<file path="src/include/des_tables.svh">
// DES constant tables, included inside des_pkg after the width localparams
// Entries are 1-based bit numbers counted from the MSB, as in the standard
`ifndef DES_TABLES_SVH
`define DES_TABLES_SVH

// Eight boxes, entry index is {row, col} of the 6-bit group
localparam logic [3:0] SBOX [DES_SBOXES][64] = '{
    '{14,  4, 13,  1,  2, 15, 11,  8,  3, 10,  6, 12,  5,  9,  0,  7,
       0, 15,  7,  4, 14,  2, 13,  1, 10,  6, 12, 11,  9,  5,  3,  8,
       4,  1, 14,  8, 13,  6,  2, 11, 15, 12,  9,  7,  3, 10,  5,  0,
      15, 12,  8,  2,  4,  9,  1,  7,  5, 11,  3, 14, 10,  0,  6, 13},
    '{15,  1,  8, 14,  6, 11,  3,  4,  9,  7,  2, 13, 12,  0,  5, 10,
       3, 13,  4,  7, 15,  2,  8, 14, 12,  0,  1, 10,  6,  9, 11,  5,
       0, 14,  7, 11, 10,  4, 13,  1,  5,  8, 12,  6,  9,  3,  2, 15,
      13,  8, 10,  1,  3, 15,  4,  2, 11,  6,  7, 12,  0,  5, 14,  9},
    '{10,  0,  9, 14,  6,  3, 15,  5,  1, 13, 12,  7, 11,  4,  2,  8,
      13,  7,  0,  9,  3,  4,  6, 10,  2,  8,  5, 14, 12, 11, 15,  1,
      13,  6,  4,  9,  8, 15,  3,  0, 11,  1,  2, 12,  5, 10, 14,  7,
       1, 10, 13,  0,  6,  9,  8,  7,  4, 15, 14,  3, 11,  5,  2, 12},
    '{ 7, 13, 14,  3,  0,  6,  9, 10,  1,  2,  8,  5, 11, 12,  4, 15,
      13,  8, 11,  5,  6, 15,  0,  3,  4,  7,  2, 12,  1, 10, 14,  9,
      10,  6,  9,  0, 12, 11,  7, 13, 15,  1,  3, 14,  5,  2,  8,  4,
       3, 15,  0,  6, 10,  1, 13,  8,  9,  4,  5, 11, 12,  7,  2, 14},
    '{ 2, 12,  4,  1,  7, 10, 11,  6,  8,  5,  3, 15, 13,  0, 14,  9,
      14, 11,  2, 12,  4,  7, 13,  1,  5,  0, 15, 10,  3,  9,  8,  6,
       4,  2,  1, 11, 10, 13,  7,  8, 15,  9, 12,  5,  6,  3,  0, 14,
      11,  8, 12,  7,  1, 14,  2, 13,  6, 15,  0,  9, 10,  4,  5,  3},
    '{12,  1, 10, 15,  9,  2,  6,  8,  0, 13,  3,  4, 14,  7,  5, 11,
      10, 15,  4,  2,  7, 12,  9,  5,  6,  1, 13, 14,  0, 11,  3,  8,
       9, 14, 15,  5,  2,  8, 12,  3,  7,  0,  4, 10,  1, 13, 11,  6,
       4,  3,  2, 12,  9,  5, 15, 10, 11, 14,  1,  7,  6,  0,  8, 13},
    '{ 4, 11,  2, 14, 15,  0,  8, 13,  3, 12,  9,  7,  5, 10,  6,  1,
      13,  0, 11,  7,  4,  9,  1, 10, 14,  3,  5, 12,  2, 15,  8,  6,
       1,  4, 11, 13, 12,  3,  7, 14, 10, 15,  6,  8,  0,  5,  9,  2,
       6, 11, 13,  8,  1,  4, 10,  7,  9,  5,  0, 15, 14,  2,  3, 12},
    '{13,  2,  8,  4,  6, 15, 11,  1, 10,  9,  3, 14,  5,  0, 12,  7,
       1, 15, 13,  8, 10,  3,  7,  4, 12,  5,  6, 11,  0, 14,  9,  2,
       7, 11,  4,  1,  9, 12, 14,  2,  0,  6, 10, 13, 15,  3,  5,  8,
       2,  1, 14,  7,  4, 10,  8, 13, 15, 12,  9,  0,  3,  5,  6, 11}
};

localparam int E_TABLE [DES_SUBKEY_W] = '{   // 32 -> 48 expansion
    32,  1,  2,  3,  4,  5,  4,  5,  6,  7,  8,  9,
     8,  9, 10, 11, 12, 13, 12, 13, 14, 15, 16, 17,
    16, 17, 18, 19, 20, 21, 20, 21, 22, 23, 24, 25,
    24, 25, 26, 27, 28, 29, 28, 29, 30, 31, 32,  1
};

localparam int P_TABLE [DES_HALF_W] = '{
    16,  7, 20, 21, 29, 12, 28, 17,  1, 15, 23, 26,  5, 18, 31, 10,
     2,  8, 24, 14, 32, 27,  3,  9, 19, 13, 30,  6, 22, 11,  4, 25
};

localparam int PC1_TABLE [DES_KEY_PC_W] = '{   // Drops the parity bits
    57, 49, 41, 33, 25, 17,  9,  1, 58, 50, 42, 34, 26, 18,
    10,  2, 59, 51, 43, 35, 27, 19, 11,  3, 60, 52, 44, 36,
    63, 55, 47, 39, 31, 23, 15,  7, 62, 54, 46, 38, 30, 22,
    14,  6, 61, 53, 45, 37, 29, 21, 13,  5, 28, 20, 12,  4
};

localparam int PC2_TABLE [DES_SUBKEY_W] = '{   // 56 -> 48 selection
    14, 17, 11, 24,  1,  5,  3, 28, 15,  6, 21, 10,
    23, 19, 12,  4, 26,  8, 16,  7, 27, 20, 13,  2,
    41, 52, 31, 37, 47, 55, 30, 40, 51, 45, 33, 48,
    44, 49, 39, 56, 34, 53, 46, 42, 50, 36, 29, 32
};

localparam int IP_TABLE [DES_BLOCK_W] = '{
    58, 50, 42, 34, 26, 18, 10,  2, 60, 52, 44, 36, 28, 20, 12,  4,
    62, 54, 46, 38, 30, 22, 14,  6, 64, 56, 48, 40, 32, 24, 16,  8,
    57, 49, 41, 33, 25, 17,  9,  1, 59, 51, 43, 35, 27, 19, 11,  3,
    61, 53, 45, 37, 29, 21, 13,  5, 63, 55, 47, 39, 31, 23, 15,  7
};

localparam int IP_INV_TABLE [DES_BLOCK_W] = '{
    40,  8, 48, 16, 56, 24, 64, 32, 39,  7, 47, 15, 55, 23, 63, 31,
    38,  6, 46, 14, 54, 22, 62, 30, 37,  5, 45, 13, 53, 21, 61, 29,
    36,  4, 44, 12, 52, 20, 60, 28, 35,  3, 43, 11, 51, 19, 59, 27,
    34,  2, 42, 10, 50, 18, 58, 26, 33,  1, 41,  9, 49, 17, 57, 25
};

// Left rotations of C and D per round
localparam int SHIFT_TABLE [DES_ROUNDS] = '{1, 1, 2, 2, 2, 2, 2, 2, 1, 2, 2, 2, 2, 2, 2, 1};

`endif
</file>
<file path="src/source/des_pkg.sv">
// Shared DES widths, types, tables and permutation helpers
// Imported by the RTL and by the testbench reference model
`default_nettype none

package des_pkg;

    localparam int DES_ROUNDS   = 16;
    localparam int DES_BLOCK_W  = 64;
    localparam int DES_HALF_W   = 32;
    localparam int DES_SUBKEY_W = 48;
    localparam int DES_KEY_PC_W = 56;      // Key width after PC1
    localparam int DES_CD_W     = 28;      // C and D register width
    localparam int DES_SBOXES   = 8;
    localparam int DES_KEYSET_W = DES_ROUNDS * DES_SUBKEY_W;

    typedef logic [DES_BLOCK_W-1:0]  des_block_t;
    typedef logic [DES_HALF_W-1:0]   des_half_t;
    typedef logic [DES_SUBKEY_W-1:0] des_subkey_t;
    typedef logic [DES_KEYSET_W-1:0] des_keyset_t;   // Round 1 key in top slot
    typedef logic [3:0]              des_round_idx_t;

`include "des_tables.svh"

    // Tables count bits 1..N from the MSB, hence the N - entry index
    function automatic des_block_t des_ip(input des_block_t blk);
        des_block_t res;
        for (int i = 0; i < DES_BLOCK_W; i++) begin
            res[DES_BLOCK_W-1-i] = blk[DES_BLOCK_W-IP_TABLE[i]];
        end
        return res;
    endfunction

    function automatic des_block_t des_ip_inv(input des_block_t blk);
        des_block_t res;
        for (int i = 0; i < DES_BLOCK_W; i++) begin
            res[DES_BLOCK_W-1-i] = blk[DES_BLOCK_W-IP_INV_TABLE[i]];
        end
        return res;
    endfunction

    // Right half to 48 bits, edge bits of each group repeated
    function automatic des_subkey_t des_expand(input des_half_t half);
        des_subkey_t res;
        for (int i = 0; i < DES_SUBKEY_W; i++) begin
            res[DES_SUBKEY_W-1-i] = half[DES_HALF_W-E_TABLE[i]];
        end
        return res;
    endfunction

    // Eight 6-to-4 lookups, outer bits pick the row, inner four the column
    function automatic des_half_t des_sbox_sub(input des_subkey_t x);
        des_half_t  res;
        logic [5:0] grp;
        for (int b = 0; b < DES_SBOXES; b++) begin
            grp = x[DES_SUBKEY_W-1-6*b -: 6];
            res[DES_HALF_W-1-4*b -: 4] = SBOX[b][{grp[5], grp[0], grp[4:1]}];
        end
        return res;
    endfunction

    function automatic des_half_t des_pbox(input des_half_t half);
        des_half_t res;
        for (int i = 0; i < DES_HALF_W; i++) begin
            res[DES_HALF_W-1-i] = half[DES_HALF_W-P_TABLE[i]];
        end
        return res;
    endfunction

endpackage

`default_nettype wire

</file>
<file path="src/source/des_round_if.sv">
// Request and response bundle between the DES controller and the round unit
// Controller holds start high for a whole run, unit answers with done pulses
`timescale 1ns/1ps
`default_nettype none

interface des_round_if import des_pkg::*; ();

    logic        start;    // Level, high while rounds remain
    des_half_t   l_in;
    des_half_t   r_in;
    des_subkey_t kn;       // Key of the current round
    logic        done;     // One cycle, l_out/r_out valid
    des_half_t   l_out;
    des_half_t   r_out;

    modport ctrl (output start, l_in, r_in, kn, input done, l_out, r_out);
    modport unit (input start, l_in, r_in, kn, output done, l_out, r_out);

endinterface

`default_nettype wire

</file>
<file path="src/source/des_encryption.sv">
// Iterative DES controller
// Latches IP(message) and the round keys on start, steps the round unit
// sixteen times, then presents IP-inverse of the swapped halves with done
`timescale 1ns/1ps
`default_nettype none

module des_encryption import des_pkg::*; (
    input  logic        clk,
    input  logic        rst_n,
    input  logic        start,
    input  des_block_t  message,
    input  des_keyset_t round_keys,
    output logic        done,
    output des_block_t  result,
    des_round_if.ctrl   rif
);

    typedef enum logic [1:0] {
        IDLE,
        ROUNDS,
        FINISHED
    } state_t;

    state_t         state;
    state_t         state_nxt;
    des_round_idx_t round_q;        // Rounds completed so far
    des_block_t     blk_q;          // {L, R} working block
    des_keyset_t    keys_q;         // Current key always in top slot
    logic           accept;
    logic           round_done;
    logic           last_round;

    assign accept     = (state == IDLE) && start;     // Busy starts are dropped
    assign round_done = (state == ROUNDS) && rif.done;
    assign last_round = round_done && (round_q == des_round_idx_t'(DES_ROUNDS - 1));

    always_ff @(posedge clk) begin
        if (!rst_n) begin
            state <= IDLE;
        end else begin
            state <= state_nxt;
        end
    end

    always_comb begin
        state_nxt = state;
        case (state)
            IDLE:     if (start) state_nxt = ROUNDS;
            ROUNDS:   if (last_round) state_nxt = FINISHED;
            FINISHED: state_nxt = IDLE;   // Single done cycle
            default:  state_nxt = IDLE;
        endcase
    end

    // Round counter, wraps to zero on the sixteenth round
    always_ff @(posedge clk) begin
        if (!rst_n) begin
            round_q <= '0;
        end else if (accept) begin
            round_q <= '0;
        end else if (round_done) begin
            round_q <= round_q + 1'b1;
        end
    end

    // Block and key registers
    always_ff @(posedge clk) begin
        if (accept) begin
            blk_q  <= des_ip(message);
            keys_q <= round_keys;
        end else if (round_done) begin
            blk_q  <= {rif.l_out, rif.r_out};
            keys_q <= keys_q << DES_SUBKEY_W;   // Next round key to the top
        end
    end

    // Round unit request
    assign rif.start = (state == ROUNDS);
    assign rif.l_in  = blk_q[DES_BLOCK_W-1 -: DES_HALF_W];
    assign rif.r_in  = blk_q[DES_HALF_W-1:0];
    assign rif.kn    = keys_q[DES_KEYSET_W-1 -: DES_SUBKEY_W];

    // Preoutput is R16 L16, held until the next accepted start
    assign done   = (state == FINISHED);
    assign result = des_ip_inv({blk_q[DES_HALF_W-1:0], blk_q[DES_BLOCK_W-1 -: DES_HALF_W]});

endmodule

`default_nettype wire

</file>
<file path="src/flat_wrapper.sv">
// flat-port wrapper written by rule: the top's interface ports become plain ports
module des_encryption_flat import des_pkg::*;
  (clk, rst_n, start, message, round_keys, done, result, rif_start, rif_l_in, rif_r_in, rif_kn, rif_done, rif_l_out, rif_r_out);
  des_round_if rif_i ();
  input  logic clk;
  input  logic rst_n;
  input  logic start;
  input  des_block_t message;
  input  des_keyset_t round_keys;
  output logic done;
  output des_block_t result;
  output wire logic [$bits(rif_i.start)-1:0] rif_start;
  output wire logic [$bits(rif_i.l_in)-1:0] rif_l_in;
  output wire logic [$bits(rif_i.r_in)-1:0] rif_r_in;
  output wire logic [$bits(rif_i.kn)-1:0] rif_kn;
  input wire logic [$bits(rif_i.done)-1:0] rif_done;
  input wire logic [$bits(rif_i.l_out)-1:0] rif_l_out;
  input wire logic [$bits(rif_i.r_out)-1:0] rif_r_out;
  assign rif_start = rif_i.start;
  assign rif_l_in = rif_i.l_in;
  assign rif_r_in = rif_i.r_in;
  assign rif_kn = rif_i.kn;
  assign rif_i.done = rif_done;
  assign rif_i.l_out = rif_l_out;
  assign rif_i.r_out = rif_r_out;
  des_encryption u_core (.clk(clk), .rst_n(rst_n), .start(start), .message(message), .round_keys(round_keys), .done(done), .result(result), .rif(rif_i));
endmodule
</file>
<file path="config.mk">
export PLATFORM = sky130hd
export DESIGN_NAME = des_encryption_flat
export DESIGN_NICKNAME = d
export VERILOG_FILES = /design/src/source/des_pkg.sv /design/src/source/des_round_if.sv /design/src/source/des_encryption.sv /design/src/flat_wrapper.sv
export VERILOG_INCLUDE_DIRS = /design/src /design/src/include
export SDC_FILE = /design/constraint.sdc
export NUM_CORES = 2
export LEC_CHECK = 0
export BUFFER_PORTS_ARGS = -buffer_cell sky130_fd_sc_hd__buf_4
export CAP_MARGIN = 5
export CORE_AREA = 2 2 418 420
export CTS_BUF_LIST = sky130_fd_sc_hd__clkbuf_8
export DETAILED_ROUTE_END_ITERATION = 6
export DIE_AREA = 0 0 420 422
export PLACE_DENSITY = 0.48
export SLEW_MARGIN = 30
export SYNTH_ARGS = -nofsm -noshare
export SYNTH_HDL_FRONTEND = slang
export SYNTH_SLANG_ARGS = --single-unit
</file>
<file path="constraint.sdc">
create_clock -name clk -period 55.5 [get_ports clk]
set_clock_uncertainty 0.2 [all_clocks]
set_input_delay 8.325 -clock clk [delete_from_list [all_inputs] [get_ports clk]]
set_output_delay 8.325 -clock clk [all_outputs]
set_load 0.005 [all_outputs]
</file>
Word level (Yosys, flattened, before mapping)
Cells that the tools add are included.
{"block": "word_totals", "wordCells": 25, "out_inout_bits": 178, "regBits": 838, "in_bits": 900}
{"block": "classes", "add_sub_neg": 1, "n_reduce_logical": 7, "eq_ne": 5, "mux": 7, "bitwise_logic": 1}
{"operator": "768-bit 2-to-1 mux", "count": 2}
{"operator": "64-bit 2-to-1 mux", "count": 2}
{"operator": "4-bit by 1-bit adder with 4-bit output (second input constant)", "count": 1}
{"operator": "4-bit == test (second input constant)", "count": 1}
{"operator": "2-bit 2-to-1 mux", "count": 2}
{"operator": "2-bit case mux with 2 select lines", "count": 1}
{"operator": "1-bit logical AND", "count": 3}
{"operator": "2-bit by 1-bit == test with 1-bit output (second input constant)", "count": 1}
{"operator": "2-bit == test (second input constant)", "count": 1}
{"operator": "2-bit logical NOT", "count": 1}
{"operator": "2-bit by 1-bit inequality test with 1-bit output (second input constant)", "count": 1}
{"operator": "2-bit inequality test (second input constant)", "count": 1}
{"operator": "2-bit AND reduction", "count": 1}
{"operator": "2-bit nonzero test", "count": 1}
{"operator": "2-bit OR reduction", "count": 1}
{"operator": "1-bit NOT", "count": 1}

Depth between registers and ports, before layout
{"block": "depth", "word_depth": 5, "ltp_mapped": 7, "mapped_depth_nobuf": 4}

Worst setup path before layout
OpenSTA, ideal clock, no wires.
{"block": "synth_timing", "path_kind": "input to register", "start": "input port start", "end": "register u_core.blk_q[0] (enable)", "setup_ns": 5.800, "setup_slack_ns": 27.014, "path_stages": 5, "required_time_ns": 49.500, "arrival_ns": 22.486, "path_buffers": 3, "path_cell_list": "or3b_1 clkbuf_1 buf_2 clkbuf_1 nand2_1"}
{"block": "synth_via", "elab_chain_len": 2}
{"element": "from (decl)", "line_no": "flat_wrapper.sv:7", "rtl": "input logic start;"}
{"element": "1-bit logical AND", "line_no": "des_encryption.sv:33", "rtl": "assign accept = (state == IDLE) && start;"}
{"element": "2-bit nonzero test (no source line)"}
{"element": "to (signal assigned)", "line_no": "des_encryption.sv:69", "rtl": "blk_q <= des_ip(message);"}
{"element": "to (signal assigned)", "line_no": "des_encryption.sv:72", "rtl": "blk_q <= {rif.l_out, rif.r_out};"}
{"element": "to (decl)", "line_no": "des_encryption.sv:27", "rtl": "des_block_t blk_q;"}
Every way passes these cells.
A chain may end at the register's enable or synchronous reset.

Worst setup path in the final report
{"block": "layout_timing", "start": "input port start", "end": "register u_core.keys_q[119] (enable)"}
{"block": "layout_via", "elab_chain_len": 2}
{"element": "1-bit logical AND", "line_no": "des_encryption.sv:33"}
{"element": "2-bit nonzero test (no source line)"}
{"element": "to (signal assigned)", "line_no": "des_encryption.sv:70", "rtl": "keys_q <= round_keys;"}
{"element": "to (signal assigned)", "line_no": "des_encryption.sv:73", "rtl": "keys_q <= keys_q << DES_SUBKEY_W;"}
{"element": "to (decl)", "line_no": "des_encryption.sv:28", "rtl": "des_keyset_t keys_q;"}
Every way passes these cells.

==> impl_metrics.toml <==
[status]
outcome = "complete, no violations"

[drt]
wirelength_um = 133000
detail-route-antenna-nets = 0
num_vias = 26900
drt_first_pass_iters = 5
dr.first_iter.drc_count = 1683
routed_via_density = 3.83
wl_per_cell_um = 18.9
post-route-drc-count = 0

[worst_setup_path]
crit_top_cell = "buf_4"
r2r_cells = 6
path_delay_family = "buffers and inverters"
worst_setup_path_end_kind = "flop"
crit_chain = "buf_4, or3b_4, nand2_4, buf_6, buf_4, buf_4, buf_4"
cp.depth = 7
path_class = "input port to flop"
cp_slowest_cell = "buf_4"
arrival_ns = 13.09
crit_buf_inv = 5
required_ns = 55.80
critPathLaunchType = "input port"
cp_max_fo = 75
cpPeakStageDelay_ns = 0.81

[synthesis]
synth_edf_count = 832
avgSynthCellArea_um2 = 10.3
ys_top_cells_by_area = "edfxtp_1, nand2_1, buf_4, buf_6, buf_2"
ys_seq_elements = 838
yosys.area.top_type = "edfxtp_1"
ys_types = 22
yosysSeqAreaShare = 0.688
synth_xor_xnor_area_share = 0.000480
synth_top_family_by_area = "simple AND/OR/NAND/NOR gates"
syn_inst = 3554
synth-async-reset-ratio = 0
muxShareOfSynthArea = 0.000274
yosys.area_share.adder = 0.000343
synth_area_um2 = 36500
synth-main-ff-cell = "edfxtp_1"
syn_nets = 4455
yosysWarnings = 0
yosysTopAreaCellShare = 0.685
synth_common_cells = "nand2_1, edfxtp_1, buf_4, buf_2, buf_6"
synth_compound_area_frac = 0.000411
yosys.area_share.simple = 0.253
yosysMostFrequentCell = "nand2_1"

[clock_network]
clock-root-buffer = "clkbuf_8"
cts_hold_buf = 0
cts_max_level = 4
post_cts_buffers = 0
clk_latency_ns = 0.91
cts_made_buffers = 160
clk_pin_slew_ns = 0.06
cts_resized = 0
clock-sinks = 838
cts.path.max_buffers = 3
cts_tree = "yes"

[timing]
hold_viol = 0
max_slew_margin = 0.308
tightest_slew_ns = 1.04
post-route-period-util = 0.230
fin_tns_setup_ns = 0
drv_slew = 0
fmaxAchievable_ghz = 0.0782
setup_viol = 0
min_period_ns = 12.79
rsz0062_at_grt = "no"

[grt]
antenna_found_initial = 52
grt_usage = 0.144
grt_max_degree = 199
grt_pass1_vias = 27100
grt-ovfl-total = 0
grt_pass1_wl_um = 183000

[floorplan]
die_w_um = 420
row_count = 153
fp.dieArea_um2 = 177000
design.core.area_um2 = 173000
initial_core_util = 0.211
dieHeight_um = 422
ios = 1078

[cells_and_area]
syn2layout_area_growth_pct = 33.7
utilization = 0.282
fillers = 18500
nets = 5429
drive_gt1_frac = 0.281

[placed_design]
hpwl_um = 97600
numPortBuffers = 1077
gp_congestion = 0.854

[power_and_ir_drop]
p_clk_frac = 0.361
p_seq_frac = 0.506
internal_power_uw = 1180
leakage_uw = 0.0224
power.density_nw_per_um2 = 33.2
vdd_drop_max_v = 0.0000234
p_switching_uw = 442
pwr-share-comb = 0.132
sw_frac_of_total = 0.273

[worst_hold_path]
holdPathStages = 2
min_path_type = "flop to flop"

[run]
drv_cap = 0
## metal layers
layer / global-route usage / part of all wire / wire (µm)
met5: 0 / 0.0013 / 172
met4: 0.0580 / 0.029 / 3790
met3: 0.0455 / 0.072 / 9530
met2: 0.259 / 0.53 / 70100
met1: 0.154 / 0.37 / 49200
## layout by cell type (no fill, tap or decap), types with 2 or more instances in the layout
| master | count |
|---|---|
| clkinv_1 | 31 |
| clkinv_2 | 17 |
| buf_4 | 1091 |
| nor2b_1 | 3 |
| inv_8 | 6 |
| and2_1 | 48 |
| buf_16 | 2 |
| edfxtp_1 | 832 |
| buf_6 | 6 |
| inv_1 | 62 |
| nand3_1 | 2 |
| nand2_1 | 2353 |
| bufinv_16 | 3 |
| buf_12 | 5 |
| a21oi_1 | 2 |
| nor2_1 | 4 |
| clkinvlp_4 | 3 |
| clkbuf_8 | 161 |
| xor2_1 | 2 |
| inv_12 | 8 |
| diode_2 | 30 |
| dfxtp_1 | 6 |
## power groups by stage
stage                     Combinational, µW  Clock [µW]  Sequential [µW]
after floorplan                         120           0              874
after global placement                  217           0              833
after detailed placement                220           0              834
after CTS                               220         614              821
after global routing                    243         638              826
final                                   214         585              820
## tightest hold or removal path, stage by stage (launching register included)
cell,delay (ns)
edfxtp_1,0.32
nand2_1,0.05
nand2_1,0.05
## through the flow
step	power [µW]	hold WS [ns]	std cells	setup WS (ns)	area, µm²
CTS	1660	0.252	6983	42.54	48700
finish	1620	0.264	7014	42.71	48800
global placement	1050	0.264	6689	41.57	45700
detailed placement	1050	0.262	6690	41.46	45700
global route	1710	0.280	7007	42.48	48800
floorplan	994	0.240	3554	27.01	36500
## state kept, by name (all words and copies together) (netlist names)
signal          count
u_core.keys_q     768
u_core.blk_q       64
u_core.round_q      4
u_core.state        2
## final timing paths
check,to,slack (ns),startpoint
setup reg to reg,u_core.keys_q[119],49.74,u_core.state[1]
hold reg to reg,u_core.keys_q[401],0.26,u_core.keys_q[353]
setup / recovery,u_core.keys_q[119],42.71,start
hold / removal,u_core.keys_q[401],0.26,u_core.keys_q[353]
## final cells by class
class	instances	area (µm²)	share of cell area
sequential	838	25100	0.515
multi-input combinational	2424	9300	0.191
timing repair buffer	1104	8410	0.172
tap	2325	2910	0.0596
clock buffer	161	2220	0.0454
clock inverter	132	769	0.0158
antenna	30	75.1	0.00154
## logic make-up after synthesis
family	Yosys count
flops	838
fa+ha+maj	1
xor+xnor	2
simple gates	2417
buf+inv	292
compound gates	3
mux	1
Note: power is estimated with default switching activity, not from simulation.
