**config.mk**
```make
export PLATFORM = sky130hd
export DESIGN_NAME = des_round_unit_flat
export DESIGN_NICKNAME = d
export VERILOG_FILES = /design/src/source/des_pkg.sv /design/src/source/des_round_if.sv /design/src/source/des_round_unit.sv /design/src/flat_wrapper.sv
export VERILOG_INCLUDE_DIRS = /design/src /design/src/include
export SDC_FILE = /design/constraint.sdc
export NUM_CORES = 1
export LEC_CHECK = 0
export BUFFER_PORTS_ARGS = -buffer_cell sky130_fd_sc_hd__buf_2
export CAP_MARGIN = 25
export CELL_PAD_IN_SITES_DETAIL_PLACEMENT = 1
export CELL_PAD_IN_SITES_GLOBAL_PLACEMENT = 1
export CORE_ASPECT_RATIO = 2
export CORE_UTILIZATION = 45
export DETAILED_ROUTE_END_ITERATION = 8
export PLACE_DENSITY = 0.91
export SLEW_MARGIN = 15
export SYNTH_ARGS = -nofsm -noshare
export SYNTH_HDL_FRONTEND = slang
export SYNTH_SLANG_ARGS = --single-unit
export TNS_END_PERCENT = 100
```
**constraint.sdc**
```tcl
create_clock -name clk -period 11 [get_ports clk]
set_input_delay 3.3 -clock clk [delete_from_list [all_inputs] [get_ports clk]]
set_output_delay 3.3 -clock clk [all_outputs]
set_load 0.02 [all_outputs]
```
**src/include/des_tables.svh**
```systemverilog
// DES constant tables, included inside des_pkg after the width localparams
// Entries are 1-based bit numbers counted from the MSB, as in the standard
`ifndef DES_TABLES_SVH
`define DES_TABLES_SVH

// Eight boxes, entry index is {row, col} of the 6-bit group
localparam logic [3:0] SBOX [DES_SBOXES][64] = '{
    '{14,  4, 13,  1,  2, 15, 11,  8,  3, 10,  6, 12,  5,  9,  0,  7,
       0, 15,  7,  4, 14,  2, 13,  1, 10,  6, 12, 11,  9,  5,  3,  8,
       4,  1, 14,  8, 13,  6,  2, 11, 15, 12,  9,  7,  3, 10,  5,  0,
      15, 12,  8,  2,  4,  9,  1,  7,  5, 11,  3, 14, 10,  0,  6, 13},
    '{15,  1,  8, 14,  6, 11,  3,  4,  9,  7,  2, 13, 12,  0,  5, 10,
       3, 13,  4,  7, 15,  2,  8, 14, 12,  0,  1, 10,  6,  9, 11,  5,
       0, 14,  7, 11, 10,  4, 13,  1,  5,  8, 12,  6,  9,  3,  2, 15,
      13,  8, 10,  1,  3, 15,  4,  2, 11,  6,  7, 12,  0,  5, 14,  9},
    '{10,  0,  9, 14,  6,  3, 15,  5,  1, 13, 12,  7, 11,  4,  2,  8,
      13,  7,  0,  9,  3,  4,  6, 10,  2,  8,  5, 14, 12, 11, 15,  1,
      13,  6,  4,  9,  8, 15,  3,  0, 11,  1,  2, 12,  5, 10, 14,  7,
       1, 10, 13,  0,  6,  9,  8,  7,  4, 15, 14,  3, 11,  5,  2, 12},
    '{ 7, 13, 14,  3,  0,  6,  9, 10,  1,  2,  8,  5, 11, 12,  4, 15,
      13,  8, 11,  5,  6, 15,  0,  3,  4,  7,  2, 12,  1, 10, 14,  9,
      10,  6,  9,  0, 12, 11,  7, 13, 15,  1,  3, 14,  5,  2,  8,  4,
       3, 15,  0,  6, 10,  1, 13,  8,  9,  4,  5, 11, 12,  7,  2, 14},
    '{ 2, 12,  4,  1,  7, 10, 11,  6,  8,  5,  3, 15, 13,  0, 14,  9,
      14, 11,  2, 12,  4,  7, 13,  1,  5,  0, 15, 10,  3,  9,  8,  6,
       4,  2,  1, 11, 10, 13,  7,  8, 15,  9, 12,  5,  6,  3,  0, 14,
      11,  8, 12,  7,  1, 14,  2, 13,  6, 15,  0,  9, 10,  4,  5,  3},
    '{12,  1, 10, 15,  9,  2,  6,  8,  0, 13,  3,  4, 14,  7,  5, 11,
      10, 15,  4,  2,  7, 12,  9,  5,  6,  1, 13, 14,  0, 11,  3,  8,
       9, 14, 15,  5,  2,  8, 12,  3,  7,  0,  4, 10,  1, 13, 11,  6,
       4,  3,  2, 12,  9,  5, 15, 10, 11, 14,  1,  7,  6,  0,  8, 13},
    '{ 4, 11,  2, 14, 15,  0,  8, 13,  3, 12,  9,  7,  5, 10,  6,  1,
      13,  0, 11,  7,  4,  9,  1, 10, 14,  3,  5, 12,  2, 15,  8,  6,
       1,  4, 11, 13, 12,  3,  7, 14, 10, 15,  6,  8,  0,  5,  9,  2,
       6, 11, 13,  8,  1,  4, 10,  7,  9,  5,  0, 15, 14,  2,  3, 12},
    '{13,  2,  8,  4,  6, 15, 11,  1, 10,  9,  3, 14,  5,  0, 12,  7,
       1, 15, 13,  8, 10,  3,  7,  4, 12,  5,  6, 11,  0, 14,  9,  2,
       7, 11,  4,  1,  9, 12, 14,  2,  0,  6, 10, 13, 15,  3,  5,  8,
       2,  1, 14,  7,  4, 10,  8, 13, 15, 12,  9,  0,  3,  5,  6, 11}
};

localparam int E_TABLE [DES_SUBKEY_W] = '{   // 32 -> 48 expansion
    32,  1,  2,  3,  4,  5,  4,  5,  6,  7,  8,  9,
     8,  9, 10, 11, 12, 13, 12, 13, 14, 15, 16, 17,
    16, 17, 18, 19, 20, 21, 20, 21, 22, 23, 24, 25,
    24, 25, 26, 27, 28, 29, 28, 29, 30, 31, 32,  1
};

localparam int P_TABLE [DES_HALF_W] = '{
    16,  7, 20, 21, 29, 12, 28, 17,  1, 15, 23, 26,  5, 18, 31, 10,
     2,  8, 24, 14, 32, 27,  3,  9, 19, 13, 30,  6, 22, 11,  4, 25
};

localparam int PC1_TABLE [DES_KEY_PC_W] = '{   // Drops the parity bits
    57, 49, 41, 33, 25, 17,  9,  1, 58, 50, 42, 34, 26, 18,
    10,  2, 59, 51, 43, 35, 27, 19, 11,  3, 60, 52, 44, 36,
    63, 55, 47, 39, 31, 23, 15,  7, 62, 54, 46, 38, 30, 22,
    14,  6, 61, 53, 45, 37, 29, 21, 13,  5, 28, 20, 12,  4
};

localparam int PC2_TABLE [DES_SUBKEY_W] = '{   // 56 -> 48 selection
    14, 17, 11, 24,  1,  5,  3, 28, 15,  6, 21, 10,
    23, 19, 12,  4, 26,  8, 16,  7, 27, 20, 13,  2,
    41, 52, 31, 37, 47, 55, 30, 40, 51, 45, 33, 48,
    44, 49, 39, 56, 34, 53, 46, 42, 50, 36, 29, 32
};

localparam int IP_TABLE [DES_BLOCK_W] = '{
    58, 50, 42, 34, 26, 18, 10,  2, 60, 52, 44, 36, 28, 20, 12,  4,
    62, 54, 46, 38, 30, 22, 14,  6, 64, 56, 48, 40, 32, 24, 16,  8,
    57, 49, 41, 33, 25, 17,  9,  1, 59, 51, 43, 35, 27, 19, 11,  3,
    61, 53, 45, 37, 29, 21, 13,  5, 63, 55, 47, 39, 31, 23, 15,  7
};

localparam int IP_INV_TABLE [DES_BLOCK_W] = '{
    40,  8, 48, 16, 56, 24, 64, 32, 39,  7, 47, 15, 55, 23, 63, 31,
    38,  6, 46, 14, 54, 22, 62, 30, 37,  5, 45, 13, 53, 21, 61, 29,
    36,  4, 44, 12, 52, 20, 60, 28, 35,  3, 43, 11, 51, 19, 59, 27,
    34,  2, 42, 10, 50, 18, 58, 26, 33,  1, 41,  9, 49, 17, 57, 25
};

// Left rotations of C and D per round
localparam int SHIFT_TABLE [DES_ROUNDS] = '{1, 1, 2, 2, 2, 2, 2, 2, 1, 2, 2, 2, 2, 2, 2, 1};

`endif
```
**src/source/des_pkg.sv**
```systemverilog
// Shared DES widths, types, tables and permutation helpers
// Imported by the RTL and by the testbench reference model
`default_nettype none

package des_pkg;

    localparam int DES_ROUNDS   = 16;
    localparam int DES_BLOCK_W  = 64;
    localparam int DES_HALF_W   = 32;
    localparam int DES_SUBKEY_W = 48;
    localparam int DES_KEY_PC_W = 56;      // Key width after PC1
    localparam int DES_CD_W     = 28;      // C and D register width
    localparam int DES_SBOXES   = 8;
    localparam int DES_KEYSET_W = DES_ROUNDS * DES_SUBKEY_W;

    typedef logic [DES_BLOCK_W-1:0]  des_block_t;
    typedef logic [DES_HALF_W-1:0]   des_half_t;
    typedef logic [DES_SUBKEY_W-1:0] des_subkey_t;
    typedef logic [DES_KEYSET_W-1:0] des_keyset_t;   // Round 1 key in top slot
    typedef logic [3:0]              des_round_idx_t;

`include "des_tables.svh"

    // Tables count bits 1..N from the MSB, hence the N - entry index
    function automatic des_block_t des_ip(input des_block_t blk);
        des_block_t res;
        for (int i = 0; i < DES_BLOCK_W; i++) begin
            res[DES_BLOCK_W-1-i] = blk[DES_BLOCK_W-IP_TABLE[i]];
        end
        return res;
    endfunction

    function automatic des_block_t des_ip_inv(input des_block_t blk);
        des_block_t res;
        for (int i = 0; i < DES_BLOCK_W; i++) begin
            res[DES_BLOCK_W-1-i] = blk[DES_BLOCK_W-IP_INV_TABLE[i]];
        end
        return res;
    endfunction

    // Right half to 48 bits, edge bits of each group repeated
    function automatic des_subkey_t des_expand(input des_half_t half);
        des_subkey_t res;
        for (int i = 0; i < DES_SUBKEY_W; i++) begin
            res[DES_SUBKEY_W-1-i] = half[DES_HALF_W-E_TABLE[i]];
        end
        return res;
    endfunction

    // Eight 6-to-4 lookups, outer bits pick the row, inner four the column
    function automatic des_half_t des_sbox_sub(input des_subkey_t x);
        des_half_t  res;
        logic [5:0] grp;
        for (int b = 0; b < DES_SBOXES; b++) begin
            grp = x[DES_SUBKEY_W-1-6*b -: 6];
            res[DES_HALF_W-1-4*b -: 4] = SBOX[b][{grp[5], grp[0], grp[4:1]}];
        end
        return res;
    endfunction

    function automatic des_half_t des_pbox(input des_half_t half);
        des_half_t res;
        for (int i = 0; i < DES_HALF_W; i++) begin
            res[DES_HALF_W-1-i] = half[DES_HALF_W-P_TABLE[i]];
        end
        return res;
    endfunction

endpackage

`default_nettype wire

```
**src/source/des_round_if.sv**
```systemverilog
// Request and response bundle between the DES controller and the round unit
// Controller holds start high for a whole run, unit answers with done pulses
`timescale 1ns/1ps
`default_nettype none

interface des_round_if import des_pkg::*; ();

    logic        start;    // Level, high while rounds remain
    des_half_t   l_in;
    des_half_t   r_in;
    des_subkey_t kn;       // Key of the current round
    logic        done;     // One cycle, l_out/r_out valid
    des_half_t   l_out;
    des_half_t   r_out;

    modport ctrl (output start, l_in, r_in, kn, input done, l_out, r_out);
    modport unit (input start, l_in, r_in, kn, output done, l_out, r_out);

endinterface

`default_nettype wire

```
**src/source/des_round_unit.sv**
```systemverilog
// One DES Feistel round per request, result registered
// Answers a held start with a done pulse every other cycle
`timescale 1ns/1ps
`default_nettype none

module des_round_unit import des_pkg::*; (
    input  logic      clk,
    input  logic      rst_n,
    des_round_if.unit rif
);

    des_subkey_t mixed;     // E(R) xor Kn
    des_half_t   sbox_out;
    des_half_t   f_out;     // Round function result
    logic        take;      // Request accepted this edge
    logic        done_q;

    // Round function f(R, K)
    assign mixed    = des_expand(rif.r_in) ^ rif.kn;
    assign sbox_out = des_sbox_sub(mixed);
    assign f_out    = des_pbox(sbox_out);

    // Skip the edge right after a result, controller reloads halves then
    assign take = rif.start && !done_q;

    always_ff @(posedge clk) begin
        if (!rst_n) begin
            done_q <= 1'b0;
        end else begin
            done_q <= take;     // High for exactly one cycle per take
        end
    end

    // Feistel swap, L' = R and R' = L xor f
    always_ff @(posedge clk) begin
        if (take) begin
            rif.l_out <= rif.r_in;
            rif.r_out <= rif.l_in ^ f_out;
        end
    end

    assign rif.done = done_q;

endmodule

`default_nettype wire

```
**src/flat_wrapper.sv**
```systemverilog
// flat-port wrapper written by rule: the top's interface ports become plain ports
module des_round_unit_flat import des_pkg::*;
  (clk, rst_n, rif_start, rif_l_in, rif_r_in, rif_kn, rif_done, rif_l_out, rif_r_out);
  des_round_if rif_i ();
  input  logic clk;
  input  logic rst_n;
  input wire logic [$bits(rif_i.start)-1:0] rif_start;
  input wire logic [$bits(rif_i.l_in)-1:0] rif_l_in;
  input wire logic [$bits(rif_i.r_in)-1:0] rif_r_in;
  input wire logic [$bits(rif_i.kn)-1:0] rif_kn;
  output wire logic [$bits(rif_i.done)-1:0] rif_done;
  output wire logic [$bits(rif_i.l_out)-1:0] rif_l_out;
  output wire logic [$bits(rif_i.r_out)-1:0] rif_r_out;
  assign rif_i.start = rif_start;
  assign rif_i.l_in = rif_l_in;
  assign rif_i.r_in = rif_r_in;
  assign rif_i.kn = rif_kn;
  assign rif_done = rif_i.done;
  assign rif_l_out = rif_i.l_out;
  assign rif_r_out = rif_i.r_out;
  des_round_unit u_core (.clk(clk), .rst_n(rst_n), .rif(rif_i));
endmodule
```
---- Word-level counts from Yosys, hierarchy flattened ----
Memories as Yosys holds them, arrays and structs flattened.
Cells that the tools add are included.
cells by class
  $lt $le $gt $ge ......................... 8
  reduce and logical (&&, ||, !) cells .... 2
  muxes and demuxes ....................... 16
  bitwise gates (word level) .............. 10
operators with widths
  operator                                     count
  two-way mux 4 bit                            16
  >= comparator 7 bit (second input constant)  8
  NOT 6 -> 7 bit                               8
  bitwise XOR 48 bit                           1
  bitwise XOR 32 bit                           1
  logical AND 1 bit                            1
  zero test 1 bit                              1
word-level totals
  memories kept ........................... 8
  ROM bits ................................ 2048
  logic and storage cells ................. 47
  bits in registers ....................... 65
  input port bits ......................... 115
memories
  memory           words  bits a word  rd ports  clocked after memory_dff  wr ports  line           text
  (no name shown)  64     4            1         0                         0         des_pkg.sv:56  res[DES_HALF_W-1-4*b -: 4] = SBOX[b][{grp[5], grp[0], grp[4:1]}];
  (no name shown)  64     4            1         0                         0         des_pkg.sv:56
  (no name shown)  64     4            1         0                         0         des_pkg.sv:56
  (no name shown)  64     4            1         0                         0         des_pkg.sv:56
  (no name shown)  64     4            1         0                         0         des_pkg.sv:56
  (no name shown)  64     4            1         0                         0         des_pkg.sv:56
  2 more memories  --     --           --        --                        --        --

---- Depth between registers and ports, before layout ----
Gate-level depths: netlist of run 1.
  depth after elaboration ................. 6
  gate-level depth with buffers ........... 9
  mapped depth without buffers ............ 9

---- Least setup slack after synthesis of run 1 ----
Ideal clock, no wire load.
  path type ............................... input port to flip-flop
  start point ............................. input port rif_start
  end point ............................... register u_core.rif.l_out[0] (enable)
  setup time .............................. 494 ps
  buffers on the path ..................... 0
  arrival time ............................ 6134 ps
  cell stages on the path ................. 1
  setup slack ............................. 4372 ps
  path through ............................ nor2b_1
on the way
  cells in the longest elaborated chain, start to end .. 1
RTL lines
  what                  line                  text
  from (decl)           flat_wrapper.sv:7     input wire logic [$bits(rif_i.start)-1:0] rif_start;
  logical AND 1 bit     des_round_unit.sv:24  assign take = rif.start && !done_q;
  to (signal assigned)  des_round_unit.sv:37  rif.l_out <= rif.r_in;
  to (decl)             des_round_if.sv:17    modport unit (input start, l_in, r_in, kn, output done, l_out, r_out);
No other way between the ends.
A chain may end at the register's enable or synchronous reset.

---- Final worst setup path of run 1 ----
  start point ............................. input port rif_r_in[0]
  end point ............................... register u_core.rif.r_out[27] (data pin)
on the way
  cells in the longest elaborated chain, start to end .. 6
RTL lines
  what                                                  line                  text
  from (decl)                                           flat_wrapper.sv:9     input wire logic [$bits(rif_i.r_in)-1:0] rif_r_in;
  bitwise XOR 48 bit                                    des_round_unit.sv:19  assign mixed = des_expand(rif.r_in) ^ rif.kn;
  NOT 6 -> 7 bit (not written as such)                  des_pkg.sv:56
  memory read (64 x 4 bit)                              --
  two-way mux 4 bit (not written as such) (2 in a row)  des_pkg.sv:56
  bitwise XOR 32 bit                                    des_round_unit.sv:38  rif.r_out <= rif.l_in ^ f_out;
  to (signal assigned)                                  des_round_unit.sv:38
  to (decl)                                             des_round_if.sv:17
No other way between the ends. The select of a mux whose other input is x is not followed.

==> flow_summary.yaml, run 1 <==
sta:
  skew_ps: 6.85
  hold_viol_final: 0
  min_period_ps: 6010
  fin_tns_setup_ps: 0
  worst_pin_slew_ps: 1030
  rsz0062_at_grt: "false"
  max_freq_ghz: 0.166
  finalSetupViolCount: 0
  slew_headroom_pct: 30.5
  fin_worst_hold_slack_ps: 1100
  fin_crit_sh_pct: 54.6
  report.final.slew_viol_count: 0
die:
  coreArea_um2: 16200
  dieHeight_um: 184
  fp.dieW_um: 93.0
  start_util_pct: 46.0
  io_pins: 180
  rows: 66
  die_area_um2: 17100
synth:
  yosys.area.top_type: "edfxtp_1"
  synth.top_cell.area_share_pct: 25.8
  synth_compound_area_share_pct: 19.3
  synth_area_leaders: "edfxtp_1, ha_1, mux4_2, xnor2_1, xor2_1"
  synth_top_family_by_area: "compound AO/OA/AOI/OAI gates"
  syn_nets: 967
  synthCells: 790
  ys_seq_elements: 65
  ys_seq_area_share_pct: 26.1
  muxShareOfSynthArea_pct: 12.9
  yosysUniqueCellTypes: 59
  async_reset_ff_share_pct: 0
  synth.avg_cell_area_um2: 9.43
  synth-edff-count: 64
  synth_ff_type: "edfxtp_1"
  mappedNetlistArea_um2: 7450
  yosys.area_share.simple_pct: 10.9
  yosys.area_share.adder_pct: 10.4
  synth_xor_area_share_pct: 16.3
  ys.warnings.count: 0
setup_path:
  critPathMaxFanout: 13
  required_ps: 11090
  crit_path_end_kind: "flop"
  critPathLaunchType: "input pin"
  worstPathArrival_ps: 6100
  cp_slowest_stage_delay_ps: 780
  cp_cell_sequence: "buf_2 -> xnor2_1 -> clkinv_1 -> ha_1 -> and2_1 -> o31ai_1 -> o21ai_0 -> a211oi_1 -> xor2_1"
  timing.rr.start: "u_core.rif.done$_SDFF_PN0_"
  critPathLaunch: "rif_r_in[0]"
  critPathKind: "input pin to flop"
  cp_slowest_cell: "xnor2_1"
  crit_buf_inv: 2
  critical-path-top-delay-family: "XOR/XNOR gates"
detailed_routing:
  post_drt_via_cell_ratio: 6.00
  num_vias: 7047
  routed_wl_um: 22800
  drc: 0
  wire_per_inst_um: 19.5
  drt_iter0_drc: 218
  antenna_left: 0
  dr.pass1.iters: 5
pwr:
  p_sw_share_pct: 40.1
  total_power_uw: 1160
  p_comb_share_pct: 49.6
  vdd_ir_drop_max_uv: 78.5
  power_frac_clock_pct: 22.6
  seq_power_share_pct: 27.8
  leakagePower_uw: 0.00369
  power.density_nw_per_um2: 131
  p_switching_uw: 467
  p_int_uw: 697
clock_network:
  cts.reportedPaths.clkPinSlew_ps: 60
  holdBufCountCts: 0
  clkSinkCount: 65
  cts-root-buf: "clkbuf_16"
  cts_setup_buffers: 0
  post_cts_resized: 0
  htreeDepth: 3
  insertion_delay_ps: 350
  cts_tree: "yes"
  cts_made_buffers: 9
  clk_path_buf_depth: 2
placed_design:
  place_congestion: 0.873
  io_buffers: 179
  dpl.hpwl_um: 17700
  placed_area_um2: 8600
global_route:
  gr-total-overflow: 0
  grt_max_degree: 66
  grt_pass1_wl_um: 36400
  gr-usage-all-layers_pct: 27.2
  grt_pass1_vias: 7557
  antenna_found_initial: 2
cells_and_area:
  nets: 1141
  final_area_um2: 8890
  layout-drive-gt1-share_pct: 27.2
  final_cell_mix: "buf_2, edfxtp_1, nor2_1"
  layout.cells.most_common: "buf_2"
  area_growth_pct: 19.4
worst_hold_path:
  min_from: "u_core.rif.done$_SDFF_PN0_"
  holdCritPathClass: "flop to flop"
status:
  status: "complete, no violations"
run:
  cap_viol_max_count: 0
-- worst register-to-register path, cell delays in order (launching register included) --
cell,delay [ps]
dfxtp_1,330
nor2b_4,100
buf_4,710
-- Yosys cell counts (all sizes together), types with 5 or more instances --
cell type  number
nor3           27
a2111oi         8
a211oi         26
buf             9
nor2           63
xor2           62
o211ai         26
nand2          60
mux2i          34
xnor2          63
mux4           26
ha             62
o21ai          39
o31ai           5
or3             6
edfxtp         64
clkbuf         31
a221oi          5
a21oi          40
o311ai          7
a311oi          7
nand3          17
o2111ai         7
inv            36
a31oi          19
-- kinds of logic after synthesis --
family                     after synthesis
AOI/OAI and AO/OA                      211
xor gates and xnor gates               125
adders and majority gates               62
buffers and inverters                   77
DFF                                     65
muxes                                   63
and+or+nand+nor                        187
-- metal layers --
metal	global-route usage [%]	wire (µm)	share of wire [%]	vias to the layer above
li1	-	-	-	3294
met1	25.7	7870	34	3482
met2	55.2	13400	59	226
met3	3.64	841	3.7	45
met4	13.0	693	3.0	0
met5	0	0	0	-
-- state kept, by name, summed over array words and instances, names as in the netlist --
signal	count
u_core.rif.l_out	32
u_core.rif.r_out	32
u_core.rif.done	1
-- per-stage QoR --
step / std cells / setup WS, ps / util [%]
2_1_floorplan: 790 / 4370 / -
3_3_place_gp: 1153 / 4730 / 53.1
3_5_place_dp: 1154 / 4640 / 53.1
4_1_cts: 1169 / 4980 / 54.7
5_1_grt: 1174 / 4640 / 54.9
6_report: 1174 / 4990 / 54.9
-- cell type report --
type                    instances  area, µm²
inverters                      37        141
clock inverters                 1       3.75
multi-input cells             648       5220
repair buffers                203       1080
flip-flops and latches         65       1940
clock buffers                  14        244
well taps                     204        255
fillers                      1906       7290
diodes                          2       5.00
-- final timing paths --
kind / to / slack, ps / cells after the start
setup / recovery: u_core.rif.r_out[27]$_DFFE_PP_ / 4990 / 9
hold / removal: u_core.rif.l_out[14]$_DFFE_PP_ / 1100 / 2
setup reg to reg: u_core.rif.r_out[22]$_DFFE_PP_ / 9440 / 2
hold reg to reg: u_core.rif.l_out[14]$_DFFE_PP_ / 1100 / 2
-- power by group through the flow --
stage               Sequential (µW)  Combinational [µW]  Clock (µW)
floorplan                       365                 368           0
global placement                326                 544           0
detailed placement              329                 572           0
CTS                             324                 575         266
global route                    326                 630         274
finish                          323                 578         263
Note: power is estimated with default switching activity, not from simulation.
==> run 2: changes to the inputs <==
--- a/config.mk
+++ b/config.mk
@@ -11,9 +11,9 @@
 export CELL_PAD_IN_SITES_DETAIL_PLACEMENT = 1
 export CELL_PAD_IN_SITES_GLOBAL_PLACEMENT = 1
 export CORE_ASPECT_RATIO = 2
-export CORE_UTILIZATION = 45
+export CORE_UTILIZATION = 42
 export DETAILED_ROUTE_END_ITERATION = 8
-export PLACE_DENSITY = 0.91
+export PLACE_DENSITY = 0.86
 export SLEW_MARGIN = 15
 export SYNTH_ARGS = -nofsm -noshare
 export SYNTH_HDL_FRONTEND = slang
==> constraint.sdc (replaced) <==
create_clock -name clk -period 5.6 [get_ports clk]
set_input_delay 1.68 -clock clk [delete_from_list [all_inputs] [get_ports clk]]
set_output_delay 1.68 -clock clk [all_outputs]
set_load 0.02 [all_outputs]
==> run 2 against run 1 <==
Net effect: sequential cell count unchanged; worst hold slack worse by 390 ps; utilization shrank 2.9 points; clock-buffer cell count is 2 lower; clock power is 110% higher; critical path depth shrank 2.
==> flow_summary.yaml, run 2 (synthesis gave the netlist of run 1 again) <==
global_route:
  grt_pass1_vias: 7440
  antenna_found_initial: 1
  gr-total-overflow: 0
  grt_max_degree: 47
  gr-usage-all-layers_pct: 25.0
  grt_pass1_wl_um: 35700
clock_network:
  post_cts_resized: 0
  cts.reportedPaths.clkPinSlew_ps: 60
  htreeDepth: 3
  cts_setup_buffers: 0
  clk_path_buf_depth: 2
  cts_tree: "yes"
  clkSinkCount: 65
  insertion_delay_ps: 350
  cts-root-buf: "clkbuf_16"
  holdBufCountCts: 0
  cts_made_buffers: 9
worst_hold_path:
  holdCritPathClass: "flop to flop"
detailed_routing:
  num_vias: 6971
  wl_met1_um: 7960
  maxUsedRoutingLayer: "met4"
  wl_met2_um: 13100
  drt_iter0_drc: 182
  drc: 0
  post_drt_via_cell_ratio: 5.86
  wl_met3_um: 644
  wire_per_inst_um: 18.7
  dr.pass1.iters: 4
  routed_wl_um: 22200
  antenna_left: 0
placed_design:
  place_congestion: 0.889
  io_buffers: 179
  pre_cts_ws_ps: 1200
  placed_area_um2: 8680
  dpl.hpwl_um: 17400
run:
  cap_viol_max_count: 0
die:
  dieHeight_um: 190
  die_area_um2: 18300
  coreArea_um2: 17300
  fp.dieW_um: 96.2
  rows: 68
  io_pins: 180
  start_util_pct: 43.1
cells_and_area:
  final_util_pct: 52.0
  area_growth_pct: 20.7
  layout-drive-gt1-share_pct: 28.0
  layout.cells.most_common: "buf_2"
  final_area_um2: 8990
  final_cell_mix: "buf_2, edfxtp_1, nor2_1"
  nets: 1151
sta:
  hold_viol_final: 0
  postLayoutSetupSlackWorst_ps: 1600
  fin_tns_setup_ps: 0
  worst_pin_slew_ps: 1020
  min_period_ps: 4000
  slew_headroom_pct: 31.5
  skew_ps: 4.90
  report.final.slew_viol_count: 0
  fin_crit_sh_pct: 71.4
  max_freq_ghz: 0.250
  rsz0062_at_grt: "false"
  finalSetupViolCount: 0
setup_path:
  crit_path_end_kind: "flop"
  critPathMaxFanout: 9
  r2r_setup_slack_ps: 3690
  critPathLaunchType: "input pin"
  critPathKind: "input pin to flop"
  required_ps: 5700
  worstPathArrival_ps: 4100
status:
  status: "complete, no violations"
pwr:
  power.density_nw_per_um2: 259
  vdd_ir_drop_max_uv: 147
  leakagePower_uw: 0.00375
  total_power_uw: 2320
run 2: through the flow:
stage,std cells,hold WS (ps)
floorplan,790,1540
global placement,1169,713
detailed placement,1170,722
CTS,1186,733
global route,1190,760
finish,1190,717
run 2: critical path, stage by stage:
cell	delay [ps]
buf_2	110
xor2_1	600
inv_1	320
ha_1	320
mux4_2	450
mux4_2	480
xnor2_1	130
run 2: path summary, 6_finish.rpt:
path	start	to	cells past startpoint
setup / recovery	rif_r_in[24]	u_core.rif.r_out[30]$_DFFE_PP_	7
hold / removal	u_core.rif.done$_SDFF_PN0_	u_core.rif.r_out[15]$_DFFE_PP_	1
hold reg to reg	u_core.rif.done$_SDFF_PN0_	u_core.rif.r_out[15]$_DFFE_PP_	1
setup reg to reg	u_core.rif.done$_SDFF_PN0_	u_core.rif.r_out[21]$_DFFE_PP_	2
run 2: cell type report:
type                    count  area (µm²)
fillers                  2064        8280
inverters                  37         141
diodes                      1        2.50
repair buffers            213        1150
clock inverters             4        43.8
multi-input cells         648        5210
flip-flops and latches     65        1940
well taps                 210         263
clock buffers              12         236
run 2: power by group:
part	total (µW)	leakage, µW	switching [µW]	internal, µW
Sequential	632	0.000624	14.3	618
Clock	561	0.000138	219	342
Combinational	1130	0.00298	669	462
Total	2320	0.00375	902	1420
run 2: routing by layer:
metal | track usage [%] | vias up
met1 | 23.9 | 3460
li1 | - | 3322
met5 | 0 | -
met4 | 9.47 | 0
met2 | 50.6 | 154
met3 | 3.63 | 35
==> run 3: changes to the inputs <==
--- a/config.mk
+++ b/config.mk
@@ -6,14 +6,15 @@
 export SDC_FILE = /design/constraint.sdc
 export NUM_CORES = 1
 export LEC_CHECK = 0
+export ABC_AREA = 1
 export BUFFER_PORTS_ARGS = -buffer_cell sky130_fd_sc_hd__buf_2
 export CAP_MARGIN = 25
 export CELL_PAD_IN_SITES_DETAIL_PLACEMENT = 1
 export CELL_PAD_IN_SITES_GLOBAL_PLACEMENT = 1
 export CORE_ASPECT_RATIO = 2
-export CORE_UTILIZATION = 42
+export CORE_UTILIZATION = 38
 export DETAILED_ROUTE_END_ITERATION = 8
-export PLACE_DENSITY = 0.86
+export PLACE_DENSITY = 0.85
 export SLEW_MARGIN = 15
 export SYNTH_ARGS = -nofsm -noshare
 export SYNTH_HDL_FRONTEND = slang
==> constraint.sdc (replaced) <==
create_clock -name clk -period 3.85 [get_ports clk]
set_input_delay 1.155 -clock clk [delete_from_list [all_inputs] [get_ports clk]]
set_output_delay 1.155 -clock clk [all_outputs]
set_load 0.02 [all_outputs]
==> run 3 against run 2 <==
Net effect: area after synthesis is 5.3% higher; synthesized cell count increased by 64%; critical path depth rose by 9; combinational power up 23%; routed wire length is 22% higher; critical endpoint is now u_core.rif.r_out[3]$_DFFE_PP_; largest cell class unchanged.
==> flow_summary.yaml, run 3 <==
worst_hold_path:
  holdCritPathClass: "flop to flop"
clock_network:
  cts_setup_buffers: 0
  cts_made_buffers: 9
  cts_tree: "yes"
  post_cts_resized: 0
  clk_path_buf_depth: 2
  htreeDepth: 3
  holdBufCountCts: 0
  insertion_delay_ps: 350
  cts-root-buf: "clkbuf_16"
  clkSinkCount: 65
  cts.reportedPaths.clkPinSlew_ps: 60
cells_and_area:
  fillers: 2869
  area_growth_pct: 19.7
  layout-drive-gt1-share_pct: 15.1
  multi_input_area_um2: 5240
  layout.cells.most_common: "nand2_1"
  n_antenna_cell: 0
  final_cell_mix: "nand2_1, nand3_1, buf_2"
  nets: 1658
  final_util_pct: 46.3
  seq_area_um2: 1940
sta:
  skew_ps: 3.99
  rsz0062_at_grt: "false"
  fin_worst_hold_slack_ps: 513
  slew_headroom_pct: 48.9
  hold_viol_final: 0
  max_freq_ghz: 0.359
  fin_crit_sh_pct: 72.3
  fin_tns_setup_ps: 0
  finalSetupViolCount: 0
  postLayoutSetupSlackWorst_ps: 1070
  report.final.slew_viol_count: 0
  worst_pin_slew_ps: 761
  min_period_ps: 2780
synth:
  yosysUniqueCellTypes: 23
  synthCells: 1297
  synth.most_common_cell: "nand2_1"
  ys_seq_elements: 65
  synth.top_cell.area_share_pct: 30.1
  async_reset_ff_share_pct: 0
  mappedNetlistArea_um2: 7840
  yosys.area.top_type: "nand2_1"
  synth.avg_cell_area_um2: 6.05
  ys.warnings.count: 0
  syn_nets: 1474
  ys_seq_area_share_pct: 24.8
  synth_area_leaders: "nand2_1, edfxtp_1, nand3_1, ha_1, inv_1"
  synth_ff_type: "edfxtp_1"
  synth-edff-count: 64
  ys_top_cells_by_count: "nand2_1, nand3_1, inv_1"
detailed_routing:
  dr.pass1.iters: 4
  post_drt_via_cell_ratio: 5.24
  num_vias: 9176
  antenna_left: 0
  drt_iter0_drc: 218
  wire_per_inst_um: 15.4
  drc: 0
  routed_wl_um: 27000
setup_path:
  critPathKind: "input pin to flop"
  r2r_setup_slack_ps: 2520
  required_ps: 3960
  critPathMaxFanout: 9
  critPathLaunchType: "input pin"
  worstPathArrival_ps: 2890
  crit_path_end_kind: "flop"
global_route:
  gr-total-overflow: 0
  gr-usage-all-layers_pct: 25.9
  grt_pass1_vias: 9553
  antenna_found_initial: 1
  grt_pass1_wl_um: 43900
  grt_max_degree: 35
pwr:
  p_comb_share_pct: 44.7
  seq_power_share_pct: 28.5
  leakagePower_uw: 0.00529
  power.density_nw_per_um2: 330
  power_frac_clock_pct: 26.8
  total_power_uw: 3100
  p_sw_share_pct: 41.1
  p_switching_uw: 1280
  vdd_ir_drop_max_uv: 205
  p_int_uw: 1820
die:
  rows: 74
  coreArea_um2: 20300
  start_util_pct: 38.7
  fp.dieW_um: 104
  io_pins: 180
  dieHeight_um: 205
  die_area_um2: 21200
status:
  status: "complete, no violations"
placed_design:
  dpl.hpwl_um: 22200
  io_buffers: 179
  pre_cts_ws_ps: 690
  place_congestion: 0.997
run:
  cap_viol_max_count: 0
[run 3: metrics by stage]
stage | instances | area (µm²)
after floorplan | 1297 | 7840
after detailed placement | 1736 | 9110
after global placement | 1735 | 9100
after CTS | 1752 | 9390
final | 1752 | 9390
after global routing | 1752 | 9390
[run 3: power groups by stage]
stage	sequential (µW)	combinational, µW	clock, µW
after global placement	897	1330	0
after global routing	888	1560	885
after floorplan	982	862	0
after CTS	884	1390	858
after detailed placement	898	1380	0
final	884	1390	832
[run 3: cells by family after synthesis]
kind of cell / synth area share (%)
flip-flops: 24.8
buffers and inverters: 8.49
AO/OA/AOI/OAI: 1.28
adder cells (fa/ha/maj): 9.89
XOR/XNOR: 4.24
AND/OR/NAND/NOR: 51.3
[run 3: per-layer routing]
layer  up-vias  GRT usage (%)  routed length, µm
met4         2           15.2               1150
met5         -              0                 16
met1      4348           22.3               9180
met3        78           4.49                863
met2       225           54.1              15800
li1       4523              -                  -
[run 3: critical path: stages]
cell	delay [ps]
buf_2	110
inv_1	50
nand2_1	50
nand2_1	230
inv_1	170
ha_1	370
inv_1	100
nand2_1	110
nand2_1	110
nand2_1	70
nand3_1	90
nand2_1	50
nand2_1	70
nand2_1	60
nand2_1	50
nand2_1	40
[run 3: final cells by class]
class | instances | share of cell area (%)
Sequential cell | 65 | 20.7
Timing Repair Buffer | 201 | 11.4
Multi-Input combinational cell | 1066 | 55.8
Tap cell | 266 | 3.55
Clock buffer | 12 | 2.52
Clock inverter | 4 | 0.466
Inverter | 138 | 5.52
[run 3: path summary, 6_finish.rpt]
| kind | startpoint | to | cells after the start |
|---|---|---|---|
| worst max-delay path | rif_r_in[9] | u_core.rif.r_out[3]$_DFFE_PP_ | 16 |
| worst min-delay path | u_core.rif.done$_SDFF_PN0_ | u_core.rif.done$_SDFF_PN0_ | 1 |
| worst max register to register | u_core.rif.done$_SDFF_PN0_ | u_core.rif.r_out[15]$_DFFE_PP_ | 2 |
| worst min register to register | u_core.rif.done$_SDFF_PN0_ | u_core.rif.done$_SDFF_PN0_ | 1 |
